`config.mk`:
```
export PLATFORM = sky130hd
export DESIGN_NAME = state_vector_core
export DESIGN_NICKNAME = d
export VERILOG_FILES = /design/src/rtl/state_types_pkg.sv /design/src/rtl/state_table_pkg.sv /design/src/rtl/state_update_mux.sv /design/src/rtl/state_vector_calc.sv /design/src/rtl/state_table.sv /design/src/rtl/state_vector_core.sv
export SDC_FILE = /design/constraint.sdc
export NUM_CORES = 1
export LEC_CHECK = 0
export BUFFER_PORTS_ARGS = -buffer_cell sky130_fd_sc_hd__buf_2
export CAP_MARGIN = 10
export CORE_MARGIN = 8
export CORE_UTILIZATION = 50
export DETAILED_ROUTE_END_ITERATION = 8
export GPL_TIMING_DRIVEN = 1
export PLACE_DENSITY = 0.78
export RECOVER_POWER = 100
export SYNTH_ARGS = -nofsm -noshare
export SYNTH_HDL_FRONTEND = slang
export SYNTH_SLANG_ARGS = --single-unit
```
`constraint.sdc`:
```
create_clock -name clk -period 3.9 [get_ports clk]
set_input_delay 0.585 -clock clk [delete_from_list [all_inputs] [get_ports clk]]
set_output_delay 0.585 -clock clk [all_outputs]
set_load 0.02 [all_outputs]
```
`src/rtl/state_types_pkg.sv`:
```
package state_types_pkg;

    // ----------------------------------------
    // Geometry
    // ----------------------------------------
    localparam int ID_WID = 4;

    // Per-ID state: 16-bit count plus 8-bit hit counter
    typedef struct packed {
        logic [15:0] count;
        logic [7:0]  hits;
    } state_t;

    // Update opcodes
    typedef enum logic [1:0] {
        UPD_NOP   = 2'd0,
        UPD_ADD   = 2'd1,
        UPD_SET   = 2'd2,
        UPD_CLEAR = 2'd3
    } upd_op_e;

    // Requesting source, datapath wins arbitration
    typedef enum logic {
        SRC_DATAPATH = 1'b0,
        SRC_CONTROL  = 1'b1
    } src_e;

    // ----------------------------------------
    // Request / response / pipeline context
    // ----------------------------------------
    typedef struct packed {
        logic              valid;
        logic [ID_WID-1:0] id;
        upd_op_e           op;
        logic [15:0]       operand;
    } upd_req_t;

    typedef struct packed {
        logic              valid;
        logic [ID_WID-1:0] id;
        state_t            prev;
    } upd_resp_t;

    // Context carried alongside the table read
    typedef struct packed {
        logic              valid;
        src_e              src;
        logic [ID_WID-1:0] id;
        upd_op_e           op;
        logic [15:0]       operand;
        logic              back_to_back;
    } rmw_ctxt_t;

endpackage : state_types_pkg

```
`src/rtl/state_table_pkg.sv`:
```
package state_table_pkg;
    import state_types_pkg::*;

    // ----------------------------------------
    // Table and buffer geometry
    // ----------------------------------------
    localparam int NUM_ENTRIES = 2**ID_WID;

    // Source buffer depth, also initial credits per sender
    localparam int NUM_CREDITS = 2;

    // Buffer pointer and occupancy widths
    localparam int BUF_PTR_WID = (NUM_CREDITS > 1) ? $clog2(NUM_CREDITS) : 1;
    localparam int BUF_CNT_WID = $clog2(NUM_CREDITS + 1);

    // Table read port
    typedef struct packed {
        logic              en;
        logic [ID_WID-1:0] addr;
    } tbl_rd_t;

    // Table write port
    typedef struct packed {
        logic              en;
        logic [ID_WID-1:0] addr;
        state_t            data;
    } tbl_wr_t;

endpackage : state_table_pkg

```
`src/rtl/state_update_mux.sv`:
```
`timescale 1ns/1ps

module state_update_mux
    import state_types_pkg::*;
    import state_table_pkg::*;
(
    input  logic      clk,
    input  logic      srst,
    input  logic      init_done,
    input  upd_req_t  dp_req,
    input  upd_req_t  ctrl_req,
    output logic      dp_credit,
    output logic      ctrl_credit,
    output rmw_ctxt_t issue
);
    // Index 0 is datapath, index 1 is control
    upd_req_t          req_in [2];
    upd_req_t          head [2];
    logic [1:0]        not_empty;
    logic [1:0]        pop;
    logic              sel;
    logic [ID_WID-1:0] last_id;
    logic              last_valid;

    function automatic logic [BUF_PTR_WID-1:0] ptr_inc(input logic [BUF_PTR_WID-1:0] p);
        return (p == BUF_PTR_WID'(NUM_CREDITS - 1)) ? '0 : p + 1'b1;
    endfunction

    assign req_in[0] = dp_req;
    assign req_in[1] = ctrl_req;

    // ----------------------------------------
    // Per-source circular buffers
    // ----------------------------------------
    for (genvar s = 0; s < 2; s++) begin : g_buf
        upd_req_t               mem [NUM_CREDITS];
        logic [BUF_PTR_WID-1:0] wr_ptr;
        logic [BUF_PTR_WID-1:0] rd_ptr;
        logic [BUF_CNT_WID-1:0] count;
        logic                   push;

        assign push         = req_in[s].valid;
        assign head[s]      = mem[rd_ptr];
        assign not_empty[s] = (count != '0);

        always_ff @(posedge clk) begin
            if (push) mem[wr_ptr] <= req_in[s];
        end

        always_ff @(posedge clk) begin
            if (srst) begin
                wr_ptr <= '0;
                rd_ptr <= '0;
                count  <= '0;
            end else begin
                if (push) wr_ptr <= ptr_inc(wr_ptr);
                if (pop[s]) rd_ptr <= ptr_inc(rd_ptr);
                count <= count + BUF_CNT_WID'(push) - BUF_CNT_WID'(pop[s]);
            end
        end

        // Sender must hold a credit, i.e. buffer has room
        a_no_overflow: assert property (@(posedge clk) disable iff (srst)
            push |-> (count != BUF_CNT_WID'(NUM_CREDITS)) || pop[s]);
    end

    // ----------------------------------------
    // Strict-priority issue
    // ----------------------------------------
    always_comb begin
        // Datapath head first, control only when datapath idle
        pop[0] = init_done && not_empty[0];
        pop[1] = init_done && !not_empty[0] && not_empty[1];
        sel    = pop[1];

        issue.valid        = |pop;
        issue.src          = sel ? SRC_CONTROL : SRC_DATAPATH;
        issue.id           = head[sel].id;
        issue.op           = head[sel].op;
        issue.operand      = head[sel].operand;
        // Same id as the request issued one cycle earlier
        issue.back_to_back = (|pop) && last_valid && (head[sel].id == last_id);
    end

    // Credit goes back as the entry leaves its buffer
    assign dp_credit   = pop[0];
    assign ctrl_credit = pop[1];

    // Last issued id stays valid for the very next cycle only
    always_ff @(posedge clk) begin
        if (issue.valid) last_id <= issue.id;
        if (srst) last_valid <= 1'b0;
        else      last_valid <= issue.valid;
    end

endmodule : state_update_mux

```
`src/rtl/state_vector_calc.sv`:
```
`timescale 1ns/1ps

module state_vector_calc
    import state_types_pkg::*;
(
    input  logic        en,
    input  state_t      prev,
    input  upd_op_e     op,
    input  logic [15:0] operand,
    output state_t      next,
    output logic        write_en
);
    // ----------------------------------------
    // Next-state calculation
    // ----------------------------------------
    always_comb begin
        // Default holds state, covers NOP
        next = prev;
        case (op)
            UPD_ADD: begin
                // Both fields wrap naturally
                next.count = prev.count + operand;
                next.hits  = prev.hits + 8'd1;
            end
            UPD_SET: begin
                next.count = operand;
                next.hits  = prev.hits + 8'd1;
            end
            UPD_CLEAR: begin
                next = '0;
            end
            default: begin
                next = prev;
            end
        endcase
    end

    // ----------------------------------------
    // Write gating
    // ----------------------------------------
    // Table only touched when enabled and op modifies state
    // Return state to requester is always prev
    assign write_en = en && (op != UPD_NOP);

endmodule : state_vector_calc

```
`src/rtl/state_table.sv`:
```
`timescale 1ns/1ps

module state_table
    import state_types_pkg::*;
    import state_table_pkg::*;
(
    input  logic    clk,
    input  logic    srst,
    input  tbl_rd_t rd,
    output state_t  rd_data,
    input  tbl_wr_t wr,
    output logic    init_done
);
    state_t            mem [NUM_ENTRIES];
    logic [ID_WID-1:0] sweep_addr;
    logic              sweep_active;
    tbl_wr_t           port_wr;

    // ----------------------------------------
    // Post-reset clearing sweep
    // ----------------------------------------
    always_ff @(posedge clk) begin
        if (srst) begin
            sweep_addr   <= '0;
            sweep_active <= 1'b1;
            init_done    <= 1'b0;
        end else if (sweep_active) begin
            sweep_addr <= sweep_addr + 1'b1;
            // Last entry cleared this cycle
            if (sweep_addr == ID_WID'(NUM_ENTRIES - 1)) begin
                sweep_active <= 1'b0;
                init_done    <= 1'b1;
            end
        end
    end

    // Sweep owns the write port until done
    always_comb begin
        if (sweep_active) begin
            port_wr.en   = 1'b1;
            port_wr.addr = sweep_addr;
            port_wr.data = '0;
        end else begin
            port_wr = wr;
        end
    end

    // ----------------------------------------
    // Storage with write-first registered read
    // ----------------------------------------
    always_ff @(posedge clk) begin
        if (port_wr.en) mem[port_wr.addr] <= port_wr.data;
    end

    always_ff @(posedge clk) begin
        if (rd.en) begin
            // Same-cycle write to same address wins
            if (port_wr.en && (port_wr.addr == rd.addr)) rd_data <= port_wr.data;
            else                                         rd_data <= mem[rd.addr];
        end
    end

    // Core must hold off reads and writes until the sweep completes
    a_no_access_during_init: assert property (@(posedge clk) disable iff (srst)
        !init_done |-> !wr.en && !rd.en);

endmodule : state_table

```
`src/rtl/state_vector_core.sv`:
```
`timescale 1ns/1ps

module state_vector_core
    import state_types_pkg::*;
    import state_table_pkg::*;
(
    input  logic      clk,
    input  logic      srst,
    input  logic      en,
    input  upd_req_t  dp_req,
    input  upd_req_t  ctrl_req,
    output logic      dp_credit,
    output logic      ctrl_credit,
    output upd_resp_t dp_resp,
    output upd_resp_t ctrl_resp,
    output logic      init_done
);
    rmw_ctxt_t issue;
    rmw_ctxt_t s1_ctxt;
    tbl_rd_t   tbl_rd;
    tbl_wr_t   tbl_wr;
    state_t    rd_data;
    state_t    prev_state;
    state_t    next_state;
    state_t    last_next_state;
    logic      last_next_valid;
    logic      fwd_sel;
    logic      calc_write_en;
    upd_resp_t resp_q;
    src_e      resp_src_q;

    // ----------------------------------------
    // Source arbitration
    // ----------------------------------------
    state_update_mux u_state_update_mux (
        .clk         (clk),
        .srst        (srst),
        .init_done   (init_done),
        .dp_req      (dp_req),
        .ctrl_req    (ctrl_req),
        .dp_credit   (dp_credit),
        .ctrl_credit (ctrl_credit),
        .issue       (issue)
    );

    // Table read launches in the issue cycle
    assign tbl_rd.en   = issue.valid;
    assign tbl_rd.addr = issue.id;

    state_table u_state_table (
        .clk       (clk),
        .srst      (srst),
        .rd        (tbl_rd),
        .rd_data   (rd_data),
        .wr        (tbl_wr),
        .init_done (init_done)
    );

    // Stage 1 context lines up with read data
    always_ff @(posedge clk) begin
        s1_ctxt <= issue;
        if (srst) s1_ctxt.valid <= 1'b0;
    end

    // ----------------------------------------
    // Previous state with forwarding
    // ----------------------------------------
    // Write of the prior update not yet in table
    assign fwd_sel    = s1_ctxt.back_to_back && last_next_valid;
    assign prev_state = fwd_sel ? last_next_state : rd_data;

    state_vector_calc u_state_vector_calc (
        .en       (en),
        .prev     (prev_state),
        .op       (s1_ctxt.op),
        .operand  (s1_ctxt.operand),
        .next     (next_state),
        .write_en (calc_write_en)
    );

    // Track what the table will actually hold, which is prev when the write is gated
    always_ff @(posedge clk) begin
        if (s1_ctxt.valid) last_next_state <= calc_write_en ? next_state : prev_state;
        if (srst) last_next_valid <= 1'b0;
        else      last_next_valid <= s1_ctxt.valid;
    end

    // ----------------------------------------
    // Write-back and response
    // ----------------------------------------
    always_ff @(posedge clk) begin
        tbl_wr.addr <= s1_ctxt.id;
        tbl_wr.data <= next_state;
        resp_q.id   <= s1_ctxt.id;
        resp_q.prev <= prev_state;
        resp_src_q  <= s1_ctxt.src;
        if (srst) begin
            tbl_wr.en    <= 1'b0;
            resp_q.valid <= 1'b0;
        end else begin
            tbl_wr.en    <= s1_ctxt.valid && calc_write_en;
            resp_q.valid <= s1_ctxt.valid;
        end
    end

    // Route to requesting source only
    always_comb begin
        dp_resp         = resp_q;
        ctrl_resp       = resp_q;
        dp_resp.valid   = resp_q.valid && (resp_src_q == SRC_DATAPATH);
        ctrl_resp.valid = resp_q.valid && (resp_src_q == SRC_CONTROL);
    end

    // One response port only, that of the source issued two cycles earlier
    a_one_resp: assert property (@(posedge clk) disable iff (srst)
        (dp_resp.valid || ctrl_resp.valid) |->
            $past(issue.valid, 2) && !(dp_resp.valid && ctrl_resp.valid) &&
            (ctrl_resp.valid == ($past(issue.src, 2) == SRC_CONTROL)));

endmodule : state_vector_core

```
==> reports/results.txt <==
unrepaired setup endpoints after global routing: no
Max Slew Vio Count: 242
ANT cells: 0
final hold vios: 0
syn avg cell area: 15.4 sq um
Worst setup EP type: flip-flop
Post-Synth Adder-Cell Area: 1.30%
postcts setup bufs: 0
# resized after CTS: 0
Sinks on Clock Net: 620
clock skew: 0.0136 ns
worst reg2reg startpoint: u_state_table.sweep_active
Synth Area in Compound Gates: 7.93%
Cell variety after synth: 75
GRT Util Overall: 20.2%
ys async rst share: 0%
largest net degree at the start of global routing: 51
CTS H-tree lvls: 2
Post-CTS Hold Fix Bufs: 0
Crit path arrival time: 3.98 ns
mux share of post-synthesis cell area: 10.2%
Root Driver: clkbuf_16
initial antenna violation count: 1
Worst R2R Setup Slack: 0.15 ns
CP Class: reg2reg
Ys Warns: 0
vias after detailed routing: 14,645
CTS buffer count: 57
syn_nets: 1,703
commonest non-fill, non-tap cell in the layout: edfxtp_1
total power: 13.9 mW
vias per cell: 5.97
fin area: 28,000 sq um
post-route ant nets: 0
core box area: 49,900 sq um
failing checks: max-capacitance violations, max-slew violations
number of max-cap violations: 8
chip width: 240 microns
P_leak: 9.52 nW
I/O pin count: 110
Cell Rows: 82
Cell Count, Final, Fillers Out: 2,454
Layout fillers: 3,907
Post-Synth Simple-Gate Area: 5.74%
synthesized area: 25,100 sq um
die area: 57,700 sq um
CTS clk-pin slew, worst paths: 0.06 ns
Initial Util: 50.4%
clock latency on the worst-skew pair: 0.61 ns
Period minus WS final: 3.75 ns
first-pass GRT wire length: 87,900 microns
flop and latch count out of synthesis: 620
reg2reg end: u_state_table.mem[2][4]
Final Worst Setup Slack: 0.149 ns
Initial DRC Count: 1,536
final setup fails: 0
period utilisation layout: 96.2%
GPL Wtd Cong: 0.864
status: finished, violations left
Final #Nets: 1,808
Overflow after GRT: 0
max_slew headroom: -46.9%
Mapped Cells: 1,630
Worst Reg-to-Reg Cells: 3
CP startpoint kind: flip-flop
fin util: 56.1%
CTS tree: done
# port buffers: 109
setup tns final: 0 ns
crit path max fanout: 49
Critical Path End: u_state_table.mem[2][4]
most frequent cells in the layout: edfxtp_1, mux2i_1, clkbuf_1
Hold WC Path Type: in2reg
Clock Path Buffers: 3
Worst Hold Slack: 0.155 ns
post-synthesis sequential area ratio: 70.2%
PwrDens: 496 nW/um^2
WP data required: 4.13 ns
Total Wirelength: 58,800 microns
EDFF count, synth: 524
fmax: 267 MHz
crit path from: u_state_table.sweep_active
largest family of logic cells by synthesized area: multiplexers
Post-DP HPWL: 34,800 microns
Post-DP Area: 26,300 sq um
1st-pass router iterations: 5
Post-Synth XOR/XNOR Area: 1.18%
vias in the first global route: 14,694
fraction of layout cells with a size suffix above 1: 12.7%
peak supply drop: 0.481 mV
Die Ht: 240 microns
Area Growth Syn to Fin: 11.3%
WL/cell: 24.0 microns
slew at the pin with the worst max-slew slack: 2.20 ns
post-place setup slack: 0.326 ns
Synth Flop Type: edfxtp_1
Placed Instances: 2,348
DRC viols: 0
synthesized netlist by cell type, types with 11 or more instances:
library cell / count / area share (%)
o21ai_0: 41 / 0.82
nor2b_1: 57 / 1.4
o221ai_1: 20 / 0.70
buf_2: 12 / 0.24
a31oi_1: 22 / 0.55
clkbuf_1: 39 / 0.58
mux4_2: 42 / 3.8
mux2i_1: 148 / 5.9
o22ai_1: 35 / 0.87
nand2_1: 60 / 0.90
xnor2_1: 24 / 0.84
a211oi_1: 24 / 0.72
inv_1: 38 / 0.57
nor2_1: 84 / 1.3
dfxtp_1: 96 / 7.6
nand3_1: 11 / 0.22
a21oi_1: 81 / 1.6
nor3_1: 30 / 0.60
ha_1: 23 / 1.1
edfxtp_1: 524 / 63
a22o_1: 18 / 0.63
buf_4: 39 / 1.2
area by class of cell:
cell class                      instances  area [sq um]  area share (%)
Clock buffer                           72          1500            5.37
Clock inverter                         34           339            1.21
Inverter                               40           158           0.563
Multi-Input combinational cell        858          6670            23.8
Sequential cell                       620         17700            63.1
Tap cell                              672           841            3.00
Timing Repair Buffer                  158           815            2.91
metal layers:
metal	global-route usage, %	vias to the layer above	share of wire (%)
li1	-	6464	-
met4	7.37	0	3.0
met1	26.4	7367	40
met2	33.6	696	49
met3	3.44	118	8.4
met5	0	-	0
how the worst min path moves through the flow:
stage | cells after the start | endpoint | startpoint
2_1_floorplan | 0 | ctrl_resp[24] | s1_ctxt[19]
3_3_place_gp | 0 | resp_src_q | s1_ctxt[23]
3_5_place_dp | 0 | ctrl_resp[24] | s1_ctxt[19]
4_1_cts | 1 | u_state_update_mux.g_buf[0].mem[0][18] | dp_req[18]
5_1_grt | 1 | u_state_update_mux.g_buf[0].mem[0][19] | dp_req[19]
6_report | 1 | u_state_update_mux.g_buf[0].mem[0][18] | dp_req[18]
state kept, by name (all words and copies together) (netlist names), named ones only:
signal and cells:
ctrl_resp 28, last_next_state 24, resp_q 1, resp_src_q 1, s1_ctxt 24, tbl_wr 25, u_state_table.init_done 1, u_state_table.mem 384
u_state_table.rd_data 24, u_state_table.sweep_active 1, u_state_table.sweep_addr 4, u_state_update_mux.g_buf.count 4, u_state_update_mux.g_buf.mem 88, u_state_update_mux.g_buf.rd_ptr 2, u_state_update_mux.g_buf.wr_ptr 2, u_state_update_mux.last_id 4
u_state_update_mux.last_valid 1
power by group:
group / internal (mW) / switching (mW)
Clock: 3.13 / 2.39
Combinational: 0.343 / 0.577
Sequential: 7.35 / 0.0878
cells by family after synthesis:
kind of cell	Yosys count
buf+inv	152
flops	620
fa+ha+maj	26
xor+xnor	34
simple gates	293
compound gates	303
mux	202
critical path, stage by stage, from the launching register on:
cell and delay (ns):
dfxtp_1 1.77, a21oi_1 0.56, nor2_2 0.21, clkbuf_2 0.79
Note: power is estimated with default switching activity, not from simulation.
